[config.mk]
export PLATFORM = sky130hd
export DESIGN_NAME = lr35902_dbg_uart
export DESIGN_NICKNAME = d
export VERILOG_FILES = /design/src/hdl/dbg_uart_pkg.sv /design/src/hdl/dbg_uart_rx.sv /design/src/hdl/dbg_uart_tx.sv /design/src/hdl/dbg_cmd_ctrl.sv /design/src/hdl/lr35902_dbg_uart.sv
export VERILOG_INCLUDE_DIRS = /design/src /design/src/hdl
export SDC_FILE = /design/constraint.sdc
export NUM_CORES = 1
export LEC_CHECK = 0
export BUFFER_PORTS_ARGS = -buffer_cell sky130_fd_sc_hd__clkbuf_2
export CAP_MARGIN = 20
export CORE_UTILIZATION = 43
export CTS_CLUSTER_SIZE = 12
export DETAILED_ROUTE_END_ITERATION = 16
export HOLD_SLACK_MARGIN = 0.15
export PLACE_DENSITY_LB_ADDON = 0.25
export REMOVE_ABC_BUFFERS = 1
export SETUP_SLACK_MARGIN = 0.3
export SYNTH_ARGS = -nofsm -noshare
export SYNTH_HDL_FRONTEND = slang
export SYNTH_SLANG_ARGS = --single-unit
[constraint.sdc]
create_clock -name uart_clk -period 2.4 [get_ports uart_clk]
set_input_delay 0.24 -clock uart_clk [delete_from_list [all_inputs] [get_ports uart_clk]]
set_output_delay 0.24 -clock uart_clk [all_outputs]
set_load 0.01 [all_outputs]
[src/hdl/dbg_uart_settings.svh]
`ifndef DBG_UART_SETTINGS_SVH
`define DBG_UART_SETTINGS_SVH

// ------------------------------------------------------------
// serial link
// ------------------------------------------------------------

// uart_clk cycles per bit on rx and tx
`define DBG_BAUD_DIV 12

// ------------------------------------------------------------
// debug controller
// ------------------------------------------------------------

// number of PC breakpoints
`define DBG_NUM_BP 4

// injection entries and the length of the step window in cycles
`define DBG_INJECT_DEPTH 24

`endif

[src/hdl/dbg_uart_pkg.sv]
package dbg_uart_pkg;

	// one byte on the bus or the serial line
	typedef logic [7:0] dbg_byte_t;

	// cpu address for pc, sp and breakpoints
	typedef logic [15:0] dbg_addr_t;

	// report half, flags and the report sequence counter
	typedef logic [3:0] dbg_nibble_t;

	// ------------------------------------------------------------
	// state machines
	// ------------------------------------------------------------

	typedef enum logic [2:0] {
		rx_st_idle,
		rx_st_start,
		rx_st_data,
		rx_st_stop,
		rx_st_wait_ack,
		rx_st_wait_idle
	} rx_state_t;

	typedef enum logic [1:0] {
		tx_st_idle,
		tx_st_start,
		tx_st_data,
		tx_st_stop
	} tx_state_t;

	typedef enum logic [1:0] {
		dbg_st_idle,
		dbg_st_halt,
		dbg_st_step,
		dbg_st_send
	} dbg_state_t;

endpackage

[src/hdl/dbg_uart_rx.sv]
`timescale 1ns/100ps

`include "dbg_uart_settings.svh"

module dbg_uart_rx (
	input  logic                  uart_clk,
	input  logic                  reset,
	input  logic                  rx,
	input  logic                  rx_release,
	output logic                  rx_valid,
	output dbg_uart_pkg::dbg_byte_t rx_byte,
	output logic                  rx_frame_ok,
	output logic                  cts
);
	import dbg_uart_pkg::*;

	localparam int sub_w = $clog2(`DBG_BAUD_DIV);
	localparam logic [sub_w-1:0] sub_last = sub_w'(`DBG_BAUD_DIV - 1);
	localparam logic [sub_w-1:0] sub_half = sub_w'(`DBG_BAUD_DIV / 2);

	rx_state_t        state;
	logic [sub_w-1:0] sub_count;
	logic [2:0]       bit_idx;
	logic             sub_done;

	assign sub_done = (sub_count == sub_last);

	always_ff @(posedge uart_clk) begin
		if (reset) begin
			state    <= rx_st_wait_idle;
			rx_valid <= 1'b0;
			cts      <= 1'b0;
		end else begin
			case (state)
			rx_st_idle:
				// falling edge starts the count at half a bit
				if (!rx) begin
					state     <= rx_st_start;
					sub_count <= sub_half;
				end
			rx_st_start:
				if (sub_done) begin
					sub_count <= '0;
					bit_idx   <= 3'd0;
					// a start bit that is high at mid-bit was a glitch
					if (!rx) begin
						state <= rx_st_data;
						cts   <= 1'b1;
					end else begin
						state <= rx_st_idle;
					end
				end else begin
					sub_count <= sub_count + 1'b1;
				end
			rx_st_data:
				if (sub_done) begin
					sub_count <= '0;
					rx_byte   <= {rx, rx_byte[7:1]};
					if (bit_idx == 3'd7)
						state <= rx_st_stop;
					else
						bit_idx <= bit_idx + 1'b1;
				end else begin
					sub_count <= sub_count + 1'b1;
				end
			rx_st_stop:
				if (sub_done) begin
					rx_frame_ok <= rx;
					rx_valid    <= 1'b1;
					state       <= rx_st_wait_ack;
				end else begin
					sub_count <= sub_count + 1'b1;
				end
			rx_st_wait_ack:
				// line is ignored while the byte is held
				if (rx_release) begin
					rx_valid <= 1'b0;
					state    <= rx_st_wait_idle;
				end
			rx_st_wait_idle:
				if (rx) begin
					state <= rx_st_idle;
					cts   <= 1'b0;
				end
			default:
				state <= rx_st_wait_idle;
			endcase
		end
	end

endmodule

[src/hdl/dbg_uart_tx.sv]
`timescale 1ns/100ps

`include "dbg_uart_settings.svh"

module dbg_uart_tx (
	input  logic                    uart_clk,
	input  logic                    reset,
	input  logic                    tx_start,
	input  dbg_uart_pkg::dbg_byte_t tx_byte,
	output logic                    tx_busy,
	output logic                    tx
);
	import dbg_uart_pkg::*;

	localparam int sub_w = $clog2(`DBG_BAUD_DIV);
	localparam logic [sub_w-1:0] sub_last = sub_w'(`DBG_BAUD_DIV - 1);

	tx_state_t        state;
	logic [sub_w-1:0] sub_count;
	logic [2:0]       bit_idx;
	dbg_byte_t        shift;
	logic             sub_done;

	assign sub_done = (sub_count == sub_last);

	// busy from the cycle after tx_start to the end of the stop bit
	assign tx_busy = (state != tx_st_idle);

	always_ff @(posedge uart_clk) begin
		if (reset) begin
			state <= tx_st_idle;
			tx    <= 1'b1;
		end else begin
			case (state)
			tx_st_idle:
				if (tx_start) begin
					shift     <= tx_byte;
					sub_count <= '0;
					tx        <= 1'b0;
					state     <= tx_st_start;
				end
			tx_st_start:
				if (sub_done) begin
					sub_count <= '0;
					bit_idx   <= 3'd0;
					tx        <= shift[0];
					shift     <= {1'b0, shift[7:1]};
					state     <= tx_st_data;
				end else begin
					sub_count <= sub_count + 1'b1;
				end
			tx_st_data:
				if (sub_done) begin
					sub_count <= '0;
					if (bit_idx == 3'd7) begin
						tx    <= 1'b1;
						state <= tx_st_stop;
					end else begin
						bit_idx <= bit_idx + 1'b1;
						tx      <= shift[0];
						shift   <= {1'b0, shift[7:1]};
					end
				end else begin
					sub_count <= sub_count + 1'b1;
				end
			tx_st_stop:
				if (sub_done)
					state <= tx_st_idle;
				else
					sub_count <= sub_count + 1'b1;
			default:
				state <= tx_st_idle;
			endcase
		end
	end

endmodule

[src/hdl/dbg_cmd_ctrl.sv]
`timescale 1ns/100ps

`include "dbg_uart_settings.svh"

module dbg_cmd_ctrl (
	input  logic                      uart_clk,
	input  logic                      reset,
	input  logic                      rx_valid,
	input  dbg_uart_pkg::dbg_byte_t   rx_byte,
	input  logic                      rx_frame_ok,
	output logic                      rx_release,
	output logic                      tx_start,
	output dbg_uart_pkg::dbg_byte_t   tx_byte,
	input  logic                      tx_busy,
	input  dbg_uart_pkg::dbg_byte_t   probe,
	input  dbg_uart_pkg::dbg_addr_t   pc,
	input  dbg_uart_pkg::dbg_addr_t   sp,
	input  dbg_uart_pkg::dbg_nibble_t flags,
	output logic                      halt,
	output logic                      no_inc,
	output logic                      drv,
	output dbg_uart_pkg::dbg_byte_t   data
);
	import dbg_uart_pkg::*;

	localparam int cyc_w = $clog2(`DBG_INJECT_DEPTH);
	localparam logic [cyc_w-1:0] cyc_last = cyc_w'(`DBG_INJECT_DEPTH - 1);

	dbg_state_t       state;
	logic [cyc_w-1:0] cycle;
	dbg_nibble_t      ret;
	dbg_nibble_t      prep;
	dbg_byte_t        staged;
	dbg_addr_t        bp [`DBG_NUM_BP];
	logic [8:0]       mem [`DBG_INJECT_DEPTH];

	logic cmd_valid;
	logic cmd_accept;
	logic is_halt;
	logic is_ctl;
	logic is_cont;
	logic is_step;
	logic is_stage;
	logic is_noinc;
	logic is_inject;
	logic is_bp;
	logic step_go;
	logic bp_hit;

	// ------------------------------------------------------------
	// command decode
	// ------------------------------------------------------------

	// release pulse still high means the held byte was already handled
	assign cmd_valid  = (state == dbg_st_idle) && rx_valid && !rx_release;
	assign cmd_accept = cmd_valid && rx_frame_ok;

	assign is_halt   = (rx_byte == 8'h00);
	assign is_ctl    = (rx_byte[7:4] == 4'h0) && !is_halt;
	assign is_cont   = is_ctl && (rx_byte[1:0] == 2'b11);
	assign is_step   = is_ctl && (rx_byte[1:0] == 2'b10);
	assign is_stage  = (rx_byte[7:4] == 4'h1);
	assign is_noinc  = (rx_byte[7:5] == 3'b001);
	assign is_inject = (rx_byte[7:6] == 2'b01);
	assign is_bp     = rx_byte[7];

	assign step_go = cmd_accept && is_step && halt;

	always_comb begin
		bp_hit = 1'b0;
		for (int i = 0; i < `DBG_NUM_BP; i++)
			if (pc == bp[i])
				bp_hit = 1'b1;
	end

	// ------------------------------------------------------------
	// sequencer
	// ------------------------------------------------------------

	always_ff @(posedge uart_clk) begin
		if (reset) begin
			state      <= dbg_st_idle;
			cycle      <= '0;
			ret        <= '0;
			halt       <= 1'b0;
			no_inc     <= 1'b0;
			tx_start   <= 1'b0;
			rx_release <= 1'b0;
			for (int i = 0; i < `DBG_NUM_BP; i++)
				bp[i] <= 16'hffff;
		end else begin
			tx_start   <= 1'b0;
			rx_release <= 1'b0;
			case (state)
			dbg_st_idle:
				if (cmd_valid) begin
					// drop a bad frame or a step while running without a report
					if (!rx_frame_ok || (is_step && !halt)) begin
						rx_release <= 1'b1;
					end else if (is_halt) begin
						halt  <= 1'b1;
						cycle <= '0;
						state <= dbg_st_halt;
					end else if (is_step) begin
						halt  <= 1'b0;
						cycle <= '0;
						state <= dbg_st_step;
					end else begin
						if (is_cont) begin
							halt   <= 1'b0;
							no_inc <= 1'b0;
						end
						if (is_noinc && halt)
							no_inc <= rx_byte[1];
						if (is_bp)
							for (int i = 0; i < `DBG_NUM_BP; i++)
								if (int'(rx_byte[6:4]) == i)
									bp[i] <= {rx_byte[3:0], bp[i][15:4]};
						tx_start <= 1'b1;
						state    <= dbg_st_send;
					end
				end
			dbg_st_halt:
				if (cycle == cyc_last) begin
					tx_start <= 1'b1;
					state    <= dbg_st_send;
				end else begin
					cycle <= cycle + 1'b1;
				end
			dbg_st_step:
				begin
					// cpu runs for the first window cycle only
					halt <= 1'b1;
					if (cycle == cyc_last) begin
						tx_start <= 1'b1;
						state    <= dbg_st_send;
					end else begin
						cycle <= cycle + 1'b1;
					end
				end
			dbg_st_send:
				if (!tx_start && !tx_busy) begin
					rx_release <= 1'b1;
					ret        <= ret + 1'b1;
					state      <= dbg_st_idle;
				end
			default:
				state <= dbg_st_idle;
			endcase

			if (bp_hit && !step_go)
				halt <= 1'b1;
		end
	end

	// ------------------------------------------------------------
	// staged byte and injection memory
	// ------------------------------------------------------------

	always_ff @(posedge uart_clk) begin
		if (cmd_accept && is_stage)
			staged <= {rx_byte[3:0], staged[7:4]};
		if (cmd_accept && is_inject && (rx_byte[4:0] < 5'(`DBG_INJECT_DEPTH)))
			mem[rx_byte[4:0]] <= {rx_byte[5], staged};
	end

	// window cycle k puts entry k on the bus
	assign drv  = (state == dbg_st_step) && mem[cycle][8];
	assign data = mem[cycle][7:0];

	// ------------------------------------------------------------
	// report byte
	// ------------------------------------------------------------

	always_comb begin
		case (ret)
		4'd0:    prep = {2'b00, no_inc, halt};
		4'd1:    prep = flags;
		4'd2:    prep = probe[3:0];
		4'd3:    prep = probe[7:4];
		4'd4:    prep = pc[3:0];
		4'd5:    prep = pc[7:4];
		4'd6:    prep = pc[11:8];
		4'd7:    prep = pc[15:12];
		4'd8:    prep = sp[3:0];
		4'd9:    prep = sp[7:4];
		4'd10:   prep = sp[11:8];
		4'd11:   prep = sp[15:12];
		default: prep = 4'ha;
		endcase
	end

	// latched by the transmitter on tx_start
	assign tx_byte = {ret, prep};

endmodule

[src/hdl/lr35902_dbg_uart.sv]
`timescale 1ns/100ps

module lr35902_dbg_uart (
	input  logic                      uart_clk,
	input  logic                      reset,
	input  logic                      rx,
	input  dbg_uart_pkg::dbg_byte_t   probe,
	input  dbg_uart_pkg::dbg_addr_t   pc,
	input  dbg_uart_pkg::dbg_addr_t   sp,
	input  dbg_uart_pkg::dbg_nibble_t flags,
	output logic                      tx,
	output logic                      cts,
	output logic                      halt,
	output logic                      no_inc,
	output logic                      drv,
	output dbg_uart_pkg::dbg_byte_t   data
);
	import dbg_uart_pkg::*;

	logic      rx_valid;
	dbg_byte_t rx_byte;
	logic      rx_frame_ok;
	logic      rx_release;
	logic      tx_start;
	dbg_byte_t tx_byte;
	logic      tx_busy;

	dbg_uart_rx dbg_uart_rx_inst (
		.uart_clk    (uart_clk),
		.reset       (reset),
		.rx          (rx),
		.rx_release  (rx_release),
		.rx_valid    (rx_valid),
		.rx_byte     (rx_byte),
		.rx_frame_ok (rx_frame_ok),
		.cts         (cts)
	);

	dbg_cmd_ctrl dbg_cmd_ctrl_inst (
		.uart_clk    (uart_clk),
		.reset       (reset),
		.rx_valid    (rx_valid),
		.rx_byte     (rx_byte),
		.rx_frame_ok (rx_frame_ok),
		.rx_release  (rx_release),
		.tx_start    (tx_start),
		.tx_byte     (tx_byte),
		.tx_busy     (tx_busy),
		.probe       (probe),
		.pc          (pc),
		.sp          (sp),
		.flags       (flags),
		.halt        (halt),
		.no_inc      (no_inc),
		.drv         (drv),
		.data        (data)
	);

	dbg_uart_tx dbg_uart_tx_inst (
		.uart_clk (uart_clk),
		.reset    (reset),
		.tx_start (tx_start),
		.tx_byte  (tx_byte),
		.tx_busy  (tx_busy),
		.tx       (tx)
	);

endmodule

* Yosys cells after proc, flatten, opt, wreduce, memory -nomap -nowiden
Memory sizes are Yosys's and may differ from the RTL's. A register that Yosys moved wholly into a read port is not among the register bits.
Index checks and enable logic that the tools add are counted.
** Operators by class
- Add/subtract/negate cells :: 6
- Multiply operators :: 0
- Div/mod/pow operators :: 0
- Magnitude comparators :: 1
- Equality and inequality tests :: 65
- Shift-type cells :: 0
- Mux-type cells :: 130
- Bitwise operators :: 8
- Reductions and logical operators :: 61
** Operators by type and width (count)
- $mux 1 :: 69
- $eq 16x16->1 :: 4
- $mux 16 :: 4
- $pmux 4 s12 :: 1
- $mux 3 :: 13
- $mux 5 :: 7
- $mux 8 :: 4
- $eq 4x4->1 const B :: 6
- $mux 4 :: 6
- $ne 2x1->1 const B :: 12
- $pmux 4 s3 :: 2
- $pmux 8 s3 :: 1
- $mux 2 :: 11
- $ne 2x2->1 const B :: 10
- $reduce_and 4->1 :: 5
- $reduce_and 5->1 :: 4
- $eq 3x3->1 const B :: 6
- $pmux 3 s6 :: 1
- $eq 4x3->1 const B :: 4
- $logic_and 1x1->1 :: 16
- $reduce_bool 2->1 :: 7
- $add 4x1->4 const B :: 3
- $eq 2x2->1 const B :: 6
- $pmux 3 s2 :: 2
- other kinds (32) :: 67
** Word-level totals
- Flip-flop bits (word level) :: 62
- Bits in latches :: 0
- RAM bits :: 280
- Memory bits (read-only) :: 0
- Input port bits :: 47
- Output and inout port bits :: 13
- Word-level logic and storage cells :: 293
- Memories kept :: 2
** Memory list
- dbg_cmd_ctrl_inst.mem :: words 24, bits a word 9, rd ports 1, clocked after memory_dff 1, wr ports 1, line dbg_cmd_ctrl.sv:35 : logic [8:0] mem [`DBG_INJECT_DEPTH];
- dbg_cmd_ctrl_inst.bp :: words 4, bits a word 16, rd ports 4, clocked after memory_dff 0, wr ports 4, line dbg_cmd_ctrl.sv:34 : dbg_addr_t bp [`DBG_NUM_BP];

* Logic depth before layout (Yosys ltp)
- Depth in word-level cells :: 12
- Gate-level depth with buffers :: 9
- Depth with buffers taken out :: 7

* By module
Synthesis repeated with hierarchy kept, for this count alone.
** Unflattened totals
- Cells, all modules :: 953
- Area total of the unflattened synthesis :: 15115.7 µm²
** Modules (own cells, without submodules)
- dbg_cmd_ctrl :: times used 1, cells each 791, area each 13157.6 µm²
- dbg_uart_tx :: times used 1, cells each 78, area each 998.5 µm²
- dbg_uart_rx :: times used 1, cells each 84, area each 959.7 µm²

* Worst setup path before layout
No wires, ideal clock.
- Kind :: reg-to-reg
- Start :: register dbg_cmd_ctrl_inst.state[0]
- End :: memory dbg_cmd_ctrl_inst.mem[13][0] (enable)
- Library setup time :: 0.374 ns
- Arrival time :: 2.296 ns
- Data required time :: 2.026 ns
- Setup slack :: -0.270 ns
- Stages on the path, launching flop included :: 8
- Clock period less this slack :: 2.670 ns
- Cell sequence :: dfxtp_1 inv_1 ha_1 buf_4 nand4b_1 a2111oi_0 nand3b_1 nor2_1
** Between the ends
- Cells in the longest elaborated chain, start to end :: 8
** RTL lines
- start, declared :: line dbg_cmd_ctrl.sv:29 : dbg_state_t state;
- start signal, assigned :: line dbg_cmd_ctrl.sv:82 : state <= dbg_st_idle;
- start signal, assigned :: line dbg_cmd_ctrl.sv:103 : state <= dbg_st_halt;
- start signal, assigned :: line dbg_cmd_ctrl.sv:107 : state <= dbg_st_step;
- $logic_not 2->1 :: line dbg_cmd_ctrl.sv:55 : assign cmd_valid = (state == dbg_st_idle) && rx_valid && !rx_release;
- $logic_and 1x1->1 (2 in series) :: line dbg_cmd_ctrl.sv:55
- $logic_and 1x1->1 :: line dbg_cmd_ctrl.sv:56 : assign cmd_accept = cmd_valid && rx_frame_ok;
- $logic_and 1x1->1 (2 in series) :: line dbg_cmd_ctrl.sv:163 : if (cmd_accept && is_inject && (rx_byte[4:0] < 5'(`DBG_INJECT_DEPTH)))
- $mux 1 :: line dbg_cmd_ctrl.sv:163
- $mux 1 (implied by the code) :: line dbg_cmd_ctrl.sv:164 : mem[rx_byte[4:0]] <= {rx_byte[5], staged};
- end, declared :: line dbg_cmd_ctrl.sv:35
Every way passes these cells.

==> impl_metrics.py <==
metrics = {
    "outcome": {
        "status": "complete, but fails checks",
        "violations": "negative setup slack",
    },
    "route": {
        "viasPerCell": 5.47,
        "wl_mm": 32.3,
        "vias": 8575,
        "ant_nets": 0,
        "wl_per_cell_um": 20.6,
        "dr.pass1.iters": 7,
        "drt_iter0_drc": 627,
        "drt_drc_violations_left": 0,
    },
    "synth": {
        "synthesis.yosys.warnings": 0,
        "async_reset_ff_share_pct": 0,
        "synth_area_sq_um": 15000,
        "ys_ff_latch": 347,
        "synth-edff-count": 319,
        "yosys_most_used_dff": "edfxtp_1",
        "yosys.area.top_type": "edfxtp_1",
        "synthMostInstantiatedCell": "edfxtp_1",
        "synthTopCellsByCount": "319 x edfxtp_1, 66 x xnor2_1, 62 x mux4_2",
        "synthTopCellsByArea": "edfxtp_1 64%, mux4_2 9.3%, xnor2_1 3.8%",
        "synth.avg_cell_area_sq_um": 15.7,
        "synthCells": 955,
        "yosys.area.top_type_share_pct": 63.8,
        "yosysSeqAreaShare_pct": 67.5,
        "ys_types": 64,
    },
    "clock_network": {
        "clockBufferDepth": 3,
        "numCtsBuffers": 38,
        "tritoncts": "built",
        "htree_levels": 2,
        "root_buffer": "clkbuf_16",
        "cts.sinks": 347,
        "path_clk_slew_ns": 0.06,
        "insertion_delay_ns": 0.54,
    },
    "cells_and_area": {
        "n_antenna_cell": 0,
        "fillers": 2844,
        "drive_gt1_share_pct": 28.4,
        "fin_area_sq_um": 18000,
        "nNetsFinal": 1154,
        "area_growth_pct": 20.1,
    },
    "timing": {
        "hold_viol": 0,
        "max_freq_mhz": 365,
        "slew_headroom_pct": 45.8,
        "maxSlewViolCount": 0,
        "rsz0062_at_grt": "yes",
        "setup_violations": 9,
        "fin_skew_ns": 0.0255,
        "tns_ns": -2.74,
        "period_share_pct": 114,
        "finalCriticalPeriod_ns": 2.74,
        "worstMarginPinSlew_ns": 0.814,
        "fin_ws_ns": -0.343,
    },
    "critical_path": {
        "endpoint": "drv",
        "start_kind": "register",
        "slowest_stage": "mux4_2",
        "rr_worst_depth": 10,
        "path_class": "register to primary output",
        "critical_path_depth": 6,
        "critPathTopFamily": "multiplexers",
        "worstPathCellList": "buf_4 > mux4_2 > mux2_4 > mux2_2 > o211a_1 > clkbuf_2",
        "worst_setup_path_end_kind": "primary output",
        "reg2reg_from": "dbg_cmd_ctrl_inst.state[1]",
        "r2r-end": "dbg_cmd_ctrl_inst.mem[9][2]",
        "crit_path_max_fanout": 6,
        "max_stage_delay_ns": 0.49,
        "cp.required_ns": 2.16,
        "ff2ff_setup_slack_ns": 0.29,
        "worst-path-buf-inv": 2,
        "cp.arrival_ns": 2.50,
    },
    "grt": {
        "grt_pass1_wl_mm": 50.0,
        "grt_antenna_before_repair": 0,
        "grt_overflow_total": 0,
        "grt_pass1_vias": 8519,
        "track_usage_pct": 18.4,
        "grt_max_degree": 33,
    },
    "pwr": {
        "ir_drop_mv": 0.553,
        "p_per_area_nw_per_um2": 729,
        "total_leakage_power_nw": 5.62,
    },
    "floorplan": {
        "die_h_um": 189,
        "num_rows": 68,
        "start_util_pct": 43.6,
        "die_x_um": 189,
        "io_pins": 60,
        "core_region_area_sq_um": 34500,
        "die-area_sq_um": 35700,
    },
    "placement": {
        "gp_routability_congestion": 0.785,
        "hpwl_mm": 20.4,
        "dpl_cell_area_sq_um": 16200,
        "io_buffers": 59,
    },
    "flow_run": {
        "maxCapViolCount": 0,
    },
    "worst_hold_path": {
        "worst_hold_path_type": "primary input to register",
    },
}
[worst register-to-register path, delay by kind of cell (launching register included)]
family                   cells  cell delay, ns
buffers and inverters        5            0.77
AND/OR/NAND/NOR              3            0.38
flip-flops                   1            0.33
AO/OA/AOI/OAI                1            0.18
adder cells (fa/ha/maj)      1            0.15
[routing by layer]
metal	global-route usage [%]	wire [um]	up-vias
li1	-	-	3973
met1	25.3	13900	4323
met2	30.7	16100	241
met3	2.91	1650	38
met4	4.44	571	0
met5	0	0	-
[how the worst min path moves through the flow]
stage / to / startpoint / cells after the start / slack, ns
after floorplan: dbg_cmd_ctrl_inst.no_inc / reset / 1 / 0.31
after global placement: dbg_uart_tx_inst.tx / dbg_uart_tx_inst.tx / 1 / 0.44
after detailed placement: dbg_uart_tx_inst.tx / dbg_uart_tx_inst.tx / 1 / 0.45
after CTS: dbg_uart_tx_inst.shift[2] / probe[6] / 4 / 0.17
after global routing: dbg_uart_tx_inst.shift[2] / probe[6] / 4 / 0.19
final: dbg_uart_tx_inst.shift[2] / probe[6] / 4 / 0.18
[what timing repair did]
| item | CTS | global route |
|---|---|---|
| endpoints found under the hold margin | 4 | 0 |
| pin swaps | 15 | 11 |
| endpoints found under the setup margin | 261 | 244 |
| resized for setup | 37 | 52 |
| gates cloned | 3 | 6 |
| setup buffers | 16 | 11 |
| hold buffers | 2 | 0 |
[layout make-up]
class / count / area [sq um] / share of cell area, %
repair buffers: 157 / 1340 / 7.41
well taps: 455 / 569 / 3.16
clock buffers: 54 / 1040 / 5.78
inverters: 13 / 48.8 / 0.271
clock inverters: 12 / 73.8 / 0.409
multi-input cells: 531 / 4820 / 26.7
flip-flops and latches: 347 / 10100 / 56.3
[power by group]
group	switching (mW)	total [mW]	internal [mW]	leakage (nW)
registers	0.0560	6.66	6.61	2.96
clock network	2.27	5.31	3.03	0.542
logic	0.608	1.18	0.572	2.12
total	2.94	13.1	10.2	5.62
[flip-flops by register name, summed over array words and instances, names as in the netlist, 5 cells and up, named ones only]
name / flops
dbg_cmd_ctrl_inst.mem: 216
dbg_cmd_ctrl_inst.bp: 64
dbg_cmd_ctrl_inst.staged: 8
dbg_uart_rx_inst.rx_byte: 8
dbg_uart_tx_inst.shift: 8
dbg_cmd_ctrl_inst.cycle: 5
[logic make-up (layout without fill, tap and decap cells)]
family	count (synthesis)	count (layout)	synth area share, %
muxes	80	80	10.5
xor gates and xnor gates	69	69	4.02
DFF	347	347	67.5
buffers and inverters	77	236	2.05
adders and majority gates	19	19	1.58
and+or+nand+nor	262	262	9.57
AOI/OAI and AO/OA	101	101	4.71
[placed cells by master (no fill, tap or decap), types with 5 or more instances in the layout]
| cell | n |
|---|---|
| a211oi_1 | 5 |
| a21oi_1 | 25 |
| a222oi_1 | 7 |
| a22oi_1 | 5 |
| and2_1 | 7 |
| buf_12 | 12 |
| buf_4 | 59 |
| buf_6 | 20 |
| clkbuf_1 | 14 |
| clkbuf_16 | 40 |
| clkbuf_2 | 59 |
| clkinv_1 | 7 |
| dfxtp_1 | 24 |
| edfxtp_1 | 319 |
| ha_1 | 15 |
| inv_1 | 11 |
| mux2i_1 | 14 |
| mux4_2 | 62 |
| nand2_1 | 34 |
| nand2b_1 | 33 |
| nand3_1 | 14 |
| nand3b_1 | 8 |
| nand4_1 | 17 |
| nor2_1 | 46 |
| nor2_2 | 6 |
| nor2_4 | 7 |
| nor2b_1 | 5 |
| nor3_1 | 10 |
| nor4_1 | 7 |
| o21ai_0 | 17 |
| or3_1 | 35 |
| xnor2_1 | 66 |
[stage by stage]
| stage | power [mW] | std cells | utilization, % | hold slack [ns] | worst slack (ns) |
|---|---|---|---|---|---|
| floorplan | 7.46 | 891 | - | 0.309 | -1.55 |
| global placement | 7.78 | 1465 | 47.1 | 0.443 | 0.0714 |
| detailed placement | 7.79 | 1465 | 47.1 | 0.453 | 0.0421 |
| CTS | 13.2 | 1552 | 51.3 | 0.167 | -0.382 |
| global route | 13.6 | 1569 | 52.3 | 0.189 | -0.414 |
| finish | 13.1 | 1569 | 52.3 | 0.177 | -0.343 |
Note: power is estimated with default switching activity, not from simulation.
